File: config.mk
export PLATFORM = sky130hd
export DESIGN_NAME = regDatapath
export DESIGN_NICKNAME = d
export VERILOG_FILES = /design/src/coreRegPkg.sv /design/src/regFile.sv /design/src/constGen.sv /design/src/execUnit.sv /design/src/pcUnit.sv /design/src/statusUnit.sv /design/src/regDatapath.sv
export SDC_FILE = /design/constraint.sdc
export NUM_CORES = 1
export LEC_CHECK = 0
export ABC_AREA = 1
export ABC_CLOCK_PERIOD_IN_PS = 5350
export BUFFER_PORTS_ARGS = -buffer_cell sky130_fd_sc_hd__buf_2
export CORE_ASPECT_RATIO = 1.4
export CORE_MARGIN = 10
export CORE_UTILIZATION = 60
export DETAILED_ROUTE_END_ITERATION = 10
export GPL_TIMING_DRIVEN = 0
export PLACE_DENSITY = 0.83
export SKIP_LAST_GASP = 1
export SLEW_MARGIN = 5
export SYNTH_ARGS = -nofsm -noshare
export SYNTH_HDL_FRONTEND = slang
export SYNTH_HIERARCHICAL = 1
export SYNTH_SLANG_ARGS = --single-unit
File: constraint.sdc
create_clock -name clk -period 5.35 [get_ports clk]
set_input_delay 0.535 -clock clk [delete_from_list [all_inputs] [get_ports clk]]
set_output_delay 0.535 -clock clk [all_outputs]
set_load 0.02 [all_outputs]
File: src/coreRegPkg.sv
/* Core register datapath types */

package coreRegPkg;

   // Data word and register index widths
   typedef logic [15:0] word_t;
   typedef logic [3:0]  regAddr_t;

   // Source addressing mode, only the constant generator meaning is used
   typedef logic [1:0]  addrMode_t;

   // Two-operand ALU operations
   typedef enum logic [3:0] {
      MOV  = 4'd0,
      ADD  = 4'd1,
      ADDC = 4'd2,
      SUB  = 4'd3,
      SUBC = 4'd4,
      CMP  = 4'd5,
      BIT  = 4'd6,
      BIC  = 4'd7,
      BIS  = 4'd8,
      XOR  = 4'd9,
      AND  = 4'd10
   } aluOp_t;

   // Arithmetic flags out of the ALU
   typedef struct packed {
      logic carry;
      logic zero;
      logic negative;
      logic overflow;
   } aluFlags_t;

   // Registers with a fixed role
   localparam regAddr_t RegPc  = 4'd0;
   localparam regAddr_t RegSp  = 4'd1;
   localparam regAddr_t RegSr  = 4'd2;
   localparam regAddr_t RegCg2 = 4'd3;

   // Flag positions inside the status register
   localparam int SrCarryBit = 0;
   localparam int SrZeroBit  = 1;
   localparam int SrNegBit   = 2;
   localparam int SrOvfBit   = 8;

endpackage

File: src/regFile.sv
/* Sixteen-entry register file */

`timescale 1ns/100ps

module regFile #(
   parameter coreRegPkg::word_t RstVec = 16'hF800
) (
   input  logic                 clk,
   input  logic                 rst,
   input  logic                 wrEn,
   input  coreRegPkg::regAddr_t wrAddr,
   input  coreRegPkg::word_t    wrData,
   input  coreRegPkg::word_t    pcNext,
   input  coreRegPkg::word_t    srNext,
   input  coreRegPkg::regAddr_t srcAddr,
   input  coreRegPkg::regAddr_t dstAddr,
   output coreRegPkg::word_t    srcData,
   output coreRegPkg::word_t    dstData,
   output coreRegPkg::word_t    pc,
   output coreRegPkg::word_t    sp,
   output coreRegPkg::word_t    sr
);

   import coreRegPkg::*;

   // R0 PC, R1 SP, R2 SR, R3 constant source only
   word_t regs [16];

   logic  genWrite;

   // General port covers R1 and R4 to R15
   // R0 and R2 come from their own units, R3 swallows writes
   always_comb
   begin
      genWrite = wrEn;
      if (wrAddr == RegPc || wrAddr == RegSr || wrAddr == RegCg2)
      begin
         genWrite = 1'b0;
      end
   end

   always_ff @(posedge clk)
   begin
      if (rst)
      begin
         for (int i = 0; i < 16; i++)
         begin
            regs[i] <= '0;
         end
         regs[RegPc] <= RstVec;
      end
      else
      begin
         // PC and SR reload every cycle
         regs[RegPc] <= pcNext;
         regs[RegSr] <= srNext;
         if (genWrite)
         begin
            regs[wrAddr] <= wrData;
         end
      end
   end

   // Combinational operand reads
   assign srcData = regs[srcAddr];
   assign dstData = regs[dstAddr];

   // Special registers straight out
   assign pc = regs[RegPc];
   assign sp = regs[RegSp];
   assign sr = regs[RegSr];

endmodule

File: src/constGen.sv
/* Source operand constant generator */

`timescale 1ns/100ps

module constGen (
   input  coreRegPkg::regAddr_t  srcAddr,
   input  coreRegPkg::addrMode_t srcMode,
   input  coreRegPkg::word_t     srcData,
   output coreRegPkg::word_t     srcOperand
);

   import coreRegPkg::*;

   // Constant table keyed on mode and source register
   always_comb
   begin
      case ({srcMode, srcAddr})
         // R2 gives SR in mode 0, constants otherwise
         {2'd0, RegSr}:  srcOperand = srcData;
         {2'd1, RegSr}:  srcOperand = 16'h0000;
         {2'd2, RegSr}:  srcOperand = 16'h0004;
         {2'd3, RegSr}:  srcOperand = 16'h0008;

         // R3 is a pure constant source
         {2'd0, RegCg2}: srcOperand = 16'h0000;
         {2'd1, RegCg2}: srcOperand = 16'h0001;
         {2'd2, RegCg2}: srcOperand = 16'h0002;
         {2'd3, RegCg2}: srcOperand = 16'hFFFF;

         // Plain register, mode ignored
         default:        srcOperand = srcData;
      endcase
   end

endmodule

File: src/execUnit.sv
/* ALU and writeback select */

`timescale 1ns/100ps

module execUnit (
   input  logic               exec,
   input  logic               load,
   input  coreRegPkg::aluOp_t op,
   input  coreRegPkg::word_t  srcOperand,
   input  coreRegPkg::word_t  dstOperand,
   input  coreRegPkg::word_t  loadData,
   input  logic               carryIn,
   output coreRegPkg::word_t  result,
   output coreRegPkg::aluFlags_t flags,
   output logic               flagUpdate,
   output logic               wrEn,
   output coreRegPkg::word_t  wrData
);

   import coreRegPkg::*;

   word_t       addB;
   logic        addCin;
   logic [16:0] sum;
   logic        arith;
   logic        sumOvf;

   // Shared adder operand and carry in
   always_comb
   begin
      addB   = srcOperand;
      addCin = 1'b0;
      arith  = 1'b1;
      case (op)
         ADD:      addCin = 1'b0;
         ADDC:     addCin = carryIn;
         SUB, CMP:
         begin
            addB   = ~srcOperand;
            addCin = 1'b1;
         end
         SUBC:
         begin
            addB   = ~srcOperand;
            addCin = carryIn;
         end
         default:  arith = 1'b0;
      endcase
   end

   assign sum = {1'b0, dstOperand} + {1'b0, addB} + 17'(addCin);

   // Same-sign inputs, different-sign output
   assign sumOvf = (dstOperand[15] == addB[15]) && (sum[15] != dstOperand[15]);

   always_comb
   begin
      case (op)
         MOV:      result = srcOperand;
         AND, BIT: result = dstOperand & srcOperand;
         XOR:      result = dstOperand ^ srcOperand;
         BIC:      result = dstOperand & ~srcOperand;
         BIS:      result = dstOperand | srcOperand;
         default:  result = sum[15:0];
      endcase
   end

   always_comb
   begin
      flags.zero     = (result == '0);
      flags.negative = result[15];
      // Logic ops report C as not Z and clear V
      flags.carry    = arith ? sum[16] : ~flags.zero;
      flags.overflow = arith ? sumOvf : 1'b0;
   end

   // Load wins over exec when both strobe
   assign flagUpdate = exec && !load && !(op inside {MOV, BIC, BIS});
   assign wrEn       = load || (exec && !(op inside {CMP, BIT}));
   assign wrData     = load ? loadData : result;

endmodule

File: src/pcUnit.sv
/* Program counter next-state logic */

`timescale 1ns/100ps

module pcUnit #(
   parameter coreRegPkg::word_t RstVec = 16'hF800
) (
   input  logic                 step,
   input  logic                 wrEn,
   input  coreRegPkg::regAddr_t dstAddr,
   input  coreRegPkg::word_t    wrData,
   input  coreRegPkg::word_t    pc,
   output coreRegPkg::word_t    pcNext
);

   import coreRegPkg::*;

   // Highest address that is not a valid code location
   localparam word_t GuardLimit = 16'h01FF;

   logic  pcWrite;
   word_t pcInc;
   word_t pcWrTarget;

   assign pcWrite = wrEn && (dstAddr == RegPc);
   assign pcInc   = pc + 16'd2;

   // Low addresses bounce to the reset vector
   assign pcWrTarget = (wrData > GuardLimit) ? wrData : RstVec;

   always_comb
   begin
      if (pcWrite)
      begin
         pcNext = pcWrTarget;
      end
      else if (step)
      begin
         pcNext = pcInc;
      end
      else
      begin
         // Idle cycle
         pcNext = pc;
      end
   end

endmodule

File: src/statusUnit.sv
/* Status register next-state logic */

`timescale 1ns/100ps

module statusUnit (
   input  logic                  wrEn,
   input  coreRegPkg::regAddr_t  dstAddr,
   input  coreRegPkg::word_t     wrData,
   input  coreRegPkg::word_t     sr,
   input  coreRegPkg::aluFlags_t flags,
   input  logic                  flagUpdate,
   output coreRegPkg::word_t     srNext
);

   import coreRegPkg::*;

   logic  srWrite;
   word_t srMerged;

   assign srWrite = wrEn && (dstAddr == RegSr);

   // Drop the four flags into place, keep the rest
   always_comb
   begin
      srMerged             = sr;
      srMerged[SrCarryBit] = flags.carry;
      srMerged[SrZeroBit]  = flags.zero;
      srMerged[SrNegBit]   = flags.negative;
      srMerged[SrOvfBit]   = flags.overflow;
   end

   // Direct write beats flag update
   always_comb
   begin
      if (srWrite)
      begin
         srNext = wrData;
      end
      else if (flagUpdate)
      begin
         srNext = srMerged;
      end
      else
      begin
         srNext = sr;
      end
   end

endmodule

File: src/regDatapath.sv
/* Register datapath top level */

`timescale 1ns/100ps

module regDatapath #(
   parameter coreRegPkg::word_t RstVec = 16'hF800
) (
   input  logic                  clk,
   input  logic                  rst,
   input  logic                  exec,
   input  logic                  load,
   input  coreRegPkg::aluOp_t    op,
   input  coreRegPkg::regAddr_t  srcReg,
   input  coreRegPkg::regAddr_t  dstReg,
   input  coreRegPkg::addrMode_t srcMode,
   input  coreRegPkg::word_t     loadData,
   output coreRegPkg::word_t     pc,
   output coreRegPkg::word_t     sp,
   output coreRegPkg::word_t     sr,
   output coreRegPkg::word_t     result
);

   import coreRegPkg::*;

   word_t     srcData;
   word_t     dstData;
   word_t     srcOperand;
   word_t     wrData;
   word_t     pcNext;
   word_t     srNext;
   aluFlags_t flags;
   logic      flagUpdate;
   logic      wrEn;

   regFile #(.RstVec(RstVec)) regs (
      .clk     (clk),
      .rst     (rst),
      .wrEn    (wrEn),
      .wrAddr  (dstReg),
      .wrData  (wrData),
      .pcNext  (pcNext),
      .srNext  (srNext),
      .srcAddr (srcReg),
      .dstAddr (dstReg),
      .srcData (srcData),
      .dstData (dstData),
      .pc      (pc),
      .sp      (sp),
      .sr      (sr)
   );

   constGen cg (
      .srcAddr    (srcReg),
      .srcMode    (srcMode),
      .srcData    (srcData),
      .srcOperand (srcOperand)
   );

   execUnit alu (
      .exec       (exec),
      .load       (load),
      .op         (op),
      .srcOperand (srcOperand),
      .dstOperand (dstData),
      .loadData   (loadData),
      .carryIn    (sr[SrCarryBit]),
      .result     (result),
      .flags      (flags),
      .flagUpdate (flagUpdate),
      .wrEn       (wrEn),
      .wrData     (wrData)
   );

   // Either strobe counts as one accepted step
   pcUnit #(.RstVec(RstVec)) pcu (
      .step    (exec | load),
      .wrEn    (wrEn),
      .dstAddr (dstReg),
      .wrData  (wrData),
      .pc      (pc),
      .pcNext  (pcNext)
   );

   statusUnit stu (
      .wrEn       (wrEn),
      .dstAddr    (dstReg),
      .wrData     (wrData),
      .sr         (sr),
      .flags      (flags),
      .flagUpdate (flagUpdate),
      .srNext     (srNext)
   );

endmodule

After elaboration in Yosys (flattened, before gate mapping)
Memory sizes are Yosys's and may differ from the RTL's. Index checks and enable logic that the tools add are counted. Widths: inputs -> output; s select.

Register bits after elaboration: 0. RAM bits: 256. Bits of input ports: 34. Output and inout bits: 64. Memories kept: 1.

Memory list: regs.regs (words 16, width 16, rd ports 5, clocked after Yosys merged registers in 0, wr ports 16, line regFile.sv:27) `word_t regs [16];`.

Add/subtract/negate cells: 3. Order comparisons: 1. Eq/ne operators: 21. Multiplexer cells: 26. Bitwise logic cells: 10. Reductions and logical operators: 24.

Operator list (count): $mux 16 (10); $pmux 16 s6 (1); $pmux 16 s5 (1); $and 16x16->16 (2); $eq 6x6->1 const B (4); $add 16x16->17 (1); $add 17x1->17 (1); $add 16x2->16 const B (1); $eq 4x2->1 const B (4); $eq 4x3->1 const B (4); $gt 16x9->1 const B (1); $logic_not 16->1 (1); $not 16->16 (1); $or 16x16->16 (1); $reduce_or 16->1 (1); $xor 16x16->16 (1); $eq 4x4->1 const B (3); $eq 6x5->1 const B (2); $mux 1 (11); $mux 9 (1); $logic_not 4->1 (2); $reduce_or 2->1 (4); $eq 6x2->1 const B (1); $logic_and 1x1->1 (6); other kinds (13) (20).

Logic depth before layout (Yosys ltp)
Gate-level depths: netlist of the first run.

Depth in word-level cells: 14. Mapped depth: 33. Depth with buffers taken out: 31.

Cells and area by module
Netlist of the first run, hierarchy kept.

By module, submodules not included: regFile (instances 1, cells an instance 1982, area an instance 14808.0 um2, sequential area each 7367.1 um2); execUnit (instances 1, cells an instance 540, area an instance 2780.2 um2, sequential area each 0.0 um2); pcUnit (instances 1, cells an instance 127, area an instance 634.4 um2, sequential area each 0.0 um2); statusUnit (instances 1, cells an instance 69, area an instance 350.3 um2, sequential area each 0.0 um2); constGen (instances 1, cells an instance 55, area an instance 234.0 um2, sequential area each 0.0 um2); regDatapath (instances 1, cells an instance 3, area an instance 11.3 um2, sequential area each 0.0 um2).

Least setup slack after synthesis of the first run
Ideal clock, no wire load.

Path type: input-to-reg. Start point: input port srcReg[2]. End point: memory regs/regs[11][14] (netlist bit) (data pin). Setup time: 0.270 ns. Arrival time: 3.879 ns. Path slack: 1.201 ns. Stages on the path: 24. Buffers on the path: 3. Path through: clkbuf_1 inv_1 clkbuf_1 nand3_1 nand3_1 nand2_1 nand2_2 nand2_1 xor2_1 fa_1 fa_1 nand2_1 nand3_1 nand3_1 nand2_1 nand2_1 nand2_1 nand2_1 nand2_1 a21oi_1 o21ai_0 inv_1 clkbuf_1 nor2_1.

RTL lines: start: declaration (line regDatapath.sv:13) `input coreRegPkg::regAddr_t srcReg,`; end: declaration (line regFile.sv:27).

==> impl_metrics.env, run 1 <==
export IMPL_timing_final_ws_setup_ns=0.0578
export IMPL_clockRootBuffer="clkbuf_16"
export IMPL_port_buffers=96
export IMPL_post_drt_wl_per_cell_um=23.0
export IMPL_grt_usage=0.382
export IMPL_num_rows=76
export IMPL_r2r_slack_ns=0.44
export IMPL_yosysMostFrequentCell="nand2_1"
export IMPL_yosysTopAreaCellShare=0.357
export IMPL_core_sq_um=30900
export IMPL_crit_path_end_kind="register"
export IMPL_largest_reg_flops=256
export IMPL_htreeDepth=1
export IMPL_clock_latency_ns=0.56
export IMPL_cts_hold_buf=0
export IMPL_nets=2980
export IMPL_yosysWarnings=6
export IMPL_yosysTopAreaCell="edfxtp_1"
export IMPL_clock_skew_ns=0.0219
export IMPL_critical_path_class="in2reg"
export IMPL_cts_sinks=256
export IMPL_synth_distinct_cells=47
export IMPL_drtIter0Drc=3438
export IMPL_hold_viol=0
export IMPL_drc=0
export IMPL_ys_ff_latch=256
export IMPL_rsz0062_at_grt="yes"
export IMPL_grt_pass1_wl_um=112000
export IMPL_regMostFlops="regs/regs"
export IMPL_leakage_nw=10.5
export IMPL_die_area_sq_um=38900
export IMPL_finalCriticalPeriod_ns=5.29
export IMPL_vdd_drop_max_mv=0.458
export IMPL_top_regs="regs/regs x256"
export IMPL_drive_gt1_frac=0.131
export IMPL_cts_buffer_depth=3
export IMPL_grt_pass1_vias=18463
export IMPL_netlist_area_sq_um=18800
export IMPL_syn_avg_cell_area_sq_um=6.78
export IMPL_routed_wl_um=76500
export IMPL_worstMarginPinSlew_ns=1.16
export IMPL_via_per_inst=5.98
export IMPL_dp_cells=3277
export IMPL_max_cap_viol_count=0
export IMPL_yosys_top_cells_area="edfxtp_1 36%, nand2_1 17%, nand3_1 13%"
export IMPL_min_path_type="in2reg"
export IMPL_setup_violations=0
export IMPL_die_w_um=170
export IMPL_cts_buffers=26
export IMPL_relSlewSlack=0.224
export IMPL_fmax_mhz=189
export IMPL_grt_ovfl_total=0
export IMPL_post_route_util=0.674
export IMPL_ioPinCount=98
export IMPL_power_density_nw_per_um2=295
export IMPL_final_antenna_net_count=0
export IMPL_syn_instance_count=2776
export IMPL_post_place_ws_ns=-1.20
export IMPL_report_final_slew_viol_count=0
export IMPL_yosysSeqAreaShare=0.391
export IMPL_dpl_hpwl_um=57800
export IMPL_start_util=0.609
export IMPL_start_kind="input port"
export IMPL_path_clk_slew_ns=0.07
export IMPL_finalPower_mw=6.15
export IMPL_syn_to_final_growth_pct=10.6
export IMPL_status="completed"
export IMPL_post_route_period_util=0.989
export IMPL_antenna_found_initial=0
export IMPL_place_gp_congestion=1.07
export IMPL_synth_edf_count=224
export IMPL_crit_path_max_fanout=10
export IMPL_synth_async_reset_ratio=0
export IMPL_hold_ws_ns=0.220
export IMPL_ys_top_cells_by_count="860 x nand2_1, 501 x nand3_1, 436 x inv_1"
export IMPL_grt_max_degree=18
export IMPL_synth_ff_type="edfxtp_1"
export IMPL_instances_no_fill=3325
export IMPL_cts_tree="done"
export IMPL_critPathRequiredTime_ns=5.64
export IMPL_firstDrtPassIters=9
export IMPL_die_y_um=230
export IMPL_num_vias=19870
export IMPL_cp_arrival_ns=5.58
[worst paths after layout]
path	startpoint	to	depth (start not counted)
setup / recovery	srcReg[0]	regs/regs[13][8]$_SDFFCE_PN0P_	25
hold / removal	rst	regs/regs[0][11]$_DFF_P_	2
setup reg to reg	regs/regs[4][0]$_SDFFCE_PN0P_	regs/regs[13][8]$_SDFFCE_PN0P_	22
hold reg to reg	regs/regs[2][3]$_DFF_P_	regs/regs[2][3]$_DFF_P_	4
[critical path: stages]
cell	delay, ns
buf_2	0.14
inv_1	0.08
buf_2	0.31
buf_2	0.41
nand2_1	0.08
nand3_1	0.08
nand3_1	0.08
nand3_1	0.15
nand2_1	0.09
nand2_2	0.07
nand2_1	0.11
xor2_1	0.20
fa_1	0.54
fa_1	0.50
nand3_1	0.12
nand2_1	0.17
nand2_1	0.12
nand3_1	0.07
nand2_1	0.06
nand2_1	0.06
a21oi_2	0.37
o21ai_0	0.33
inv_1	0.38
clkbuf_4	0.42
nor2_1	0.09
[logic make-up (layout without fill, tap and decap cells)]
group / after synthesis / count (layout) / share of synthesized area
flops: 256 / 256 / 0.391
xor+xnor: 18 / 18 / 0.00838
compound gates: 89 / 89 / 0.0258
other cells: 1 / 19 / 0.000199
fa+ha+maj: 34 / 34 / 0.0234
mux: 1 / 1 / 0.000532
buf+inv: 608 / 749 / 0.134
simple gates: 1769 / 1769 / 0.417
[where the power goes]
group	internal, mW	leakage, nW	switching [mW]
Sequential	2.26	2.57	0.0388
Combinational	0.472	7.53	1.40
Clock	1.13	0.445	0.846
Total	3.86	10.5	2.29
[area by class of cell]
type                    instances  area, sq um
clock inverters                20          249
well taps                     390          488
fillers                      2724        10100
clock buffers                  28          679
inverters                     451         1710
diodes                          3         7.51
flip-flops and latches        256         7370
plain buffers                 152          823
repair buffers                 98          495
multi-input cells            1927         9000
[placed cells by master (no fill, tap or decap), types with 32 or more instances in the layout]
master,count
dfxtp_1,32
nand3_1,501
nand4_1,39
inv_1,434
nand2_1,860
nor2_2,66
buf_2,170
nor2_1,242
clkbuf_1,35
ha_1,32
edfxtp_1,224
[layer usage]
layer	track usage	vias up	part of all wire
met4	0.267	0	0.083
li1	-	9005	-
met5	0	-	0
met2	0.589	1535	0.44
met3	0.109	298	0.14
met1	0.450	9032	0.34
[per-stage QoR]
step                      instance area [sq um]  TNS (ns)
final                                     20800         0
after global routing                      20800   -0.0633
after CTS                                 20800         0
after detailed placement                  19800    -89.12
after global placement                    19800    -83.20
after floorplan                           18900         0
[what timing repair did]
| action | 4_1_cts | 5_1_grt |
|---|---|---|
| setup buffers | 0 | 2 |
| resized for setup | 11 | 20 |
| endpoints found under the setup margin | 92 | 116 |
No activity file was read; power rests on OpenSTA's default activity.
==> inputs of run 2 (changes only) <==
==> constraint.sdc (replaced) <==
create_clock -name clk -period 5.35 [get_ports clk]
set_input_delay 0.8025 -clock clk [delete_from_list [all_inputs] [get_ports clk]]
set_output_delay 0.8025 -clock clk [all_outputs]
set_load 0.02 [all_outputs]
==> run 2 against run 1 <==
Net effect: combinational power is essentially flat; sequential power hardly changed; critical path type is now in2out; wire length rose by 0.35%; cell count about the same; critical endpoint is now result[15]; critical path depth fell by 5; setup slack lost 0.026 ns; first-iteration DRC count up 2.4%; count of clock-buffer cells in the layout did not move; maximum frequency down 0.49%; largest cell class unchanged; register-to-register slack better by 0.11 ns.
==> impl_metrics.env, run 2 (same netlist as run 1, synthesis figures left out) <==
export IMPL_status="completed"
export IMPL_antenna_found_initial=0
export IMPL_crit_path_end_kind="primary output"
export IMPL_hp_start="rst"
export IMPL_cts_hold_buf=0
export IMPL_die_w_um=170
export IMPL_layout_commonest_cell="nand2_1"
export IMPL_max_cap_viol_count=0
export IMPL_dpl_hpwl_um=57800
export IMPL_leakage_nw=10.6
export IMPL_grt_max_degree=18
export IMPL_die_y_um=230
export IMPL_cp_startpoint="srcReg[2]"
export IMPL_cts_buffers=26
export IMPL_htreeDepth=1
export IMPL_layout_common_cells="860 x nand2_1, 493 x nand3_1, 435 x inv_1"
export IMPL_p_int_mw=3.88
export IMPL_drive_gt1_frac=0.139
export IMPL_clkPwrFrac=0.321
export IMPL_nets=2981
export IMPL_critical_path_class="in2out"
export IMPL_vdd_drop_max_mv=0.453
export IMPL_ioPinCount=98
export IMPL_top_regs="regs/regs x256"
export IMPL_place_gp_congestion=1.07
export IMPL_swShare=0.373
export IMPL_fmax_mhz=188
export IMPL_post_drt_wl_per_cell_um=23.1
export IMPL_core_sq_um=30900
export IMPL_cp_arrival_ns=4.52
export IMPL_report_final_slew_viol_count=0
export IMPL_critPathRequiredTime_ns=4.55
export IMPL_dp_cells=3277
export IMPL_final_seq_area_sq_um=7370
export IMPL_grt_ovfl_total=0
export IMPL_cts_tree="done"
export IMPL_finalCriticalPeriod_ns=5.32
export IMPL_post_route_util=0.678
export IMPL_hold_viol=0
export IMPL_switchingPower_mw=2.31
export IMPL_path_clk_slew_ns=0.07
export IMPL_fillers=2714
export IMPL_worstMarginPinSlew_ns=1.20
export IMPL_tns_ns=0
export IMPL_final_antenna_net_count=0
export IMPL_drc=0
export IMPL_clock_latency_ns=0.56
export IMPL_min_path_type="in2reg"
export IMPL_grt_pass1_wl_um=112000
export IMPL_largest_reg_flops=256
export IMPL_grt_pass1_vias=18416
export IMPL_clockRootBuffer="clkbuf_16"
export IMPL_syn_to_final_growth_pct=11.4
export IMPL_cts_setup_buffers=0
export IMPL_cts_buffer_depth=3
export IMPL_routed_wl_um=76800
export IMPL_die_area_sq_um=38900
export IMPL_finalPower_mw=6.18
export IMPL_power_density_nw_per_um2=295
export IMPL_multiInputGateArea_sq_um=9080
export IMPL_rsz0062_at_grt="yes"
export IMPL_port_buffers=96
export IMPL_instances_no_fill=3324
export IMPL_timing_final_ws_setup_ns=0.0316
export IMPL_relSlewSlack=0.203
export IMPL_crit_path_max_fanout=10
export IMPL_drtIter0Drc=3520
export IMPL_pwr_share_comb=0.308
export IMPL_num_vias=19968
export IMPL_pwr_share_seq=0.372
export IMPL_start_kind="input port"
export IMPL_post_route_period_util=0.994
export IMPL_clock_skew_ns=0.0212
export IMPL_reg2reg_from="regs/regs[4][0]$_SDFFCE_PN0P_"
export IMPL_regMostFlops="regs/regs"
export IMPL_via_per_inst=6.01
export IMPL_num_rows=76
export IMPL_firstDrtPassIters=6
export IMPL_post_place_ws_ns=-1.46
export IMPL_grt_usage=0.382
export IMPL_start_util=0.609
export IMPL_cts_sinks=256
export IMPL_setup_violations=0
-- run 2: metrics by stage --
step	hold slack (ns)	instance area, sq um
2_1_floorplan	0.599	18900
3_3_place_gp	0.532	19800
3_5_place_dp	0.541	19800
4_1_cts	0.482	20900
5_1_grt	0.498	21000
6_report	0.482	21000
-- run 2: routing by layer --
layer  part of all wire  GRT usage  vias up  wire length (um)
li1                   -          -     9009                 -
met1               0.34      0.452     9127             26300
met2               0.44      0.589     1526             33600
met3               0.14      0.112      306             10400
met4              0.083      0.259        0              6380
met5                  0          0        -                 0
-- run 2: timing repair --
action,4_1_cts,5_1_grt
setup endpoints to repair,116,116
gates resized for setup,39,53
gates cloned,0,0
pin swaps,0,1
-- run 2: cell type report --
type,instances,share of cell area
well taps,390,0.0233
multi-input cells,1927,0.433
flip-flops and latches,256,0.351
diodes,1,0.000119
clock inverters,20,0.0119
clock buffers,28,0.0324
inverters,451,0.0811
plain buffers,155,0.0437
repair buffers,96,0.0229
-- run 2: path summary, 6_finish.rpt --
kind | end | slack [ns] | cells after the start
setup / recovery | result[15] | 0.03 | 20
hold / removal | regs/regs[0][11]$_DFF_P_ | 0.48 | 2
setup reg to reg | regs/regs[9][6]$_SDFFCE_PN0P_ | 0.55 | 22
hold reg to reg | regs/regs[2][4]$_DFF_P_ | 0.56 | 4
-- run 2: critical path, stage by stage --
cell and delay, ns:
buf_2 0.29, clkbuf_1 0.53, nand3_1 0.33, nand3_2 0.27, nand2_1 0.08, nand2_1 0.07
nand2_1 0.10, xor2_1 0.18, ha_1 0.41, nand2_1 0.15, nor3_1 0.26, and2_1 0.17
nand2_1 0.12, nand2_1 0.14, nand2_1 0.06, nand3_1 0.06, nand2_1 0.12, inv_1 0.10
buf_4 0.10, buf_2 0.15
-- run 2: power by group through the flow --
stage	combinational, mW	sequential, mW	clock, mW
6_report	1.90	2.30	1.98
5_1_grt	2.02	2.30	2.06
4_1_cts	1.80	2.30	1.99
3_5_place_dp	1.77	2.34	0
3_3_place_gp	1.74	2.33	0
2_1_floorplan	1.11	2.34	0
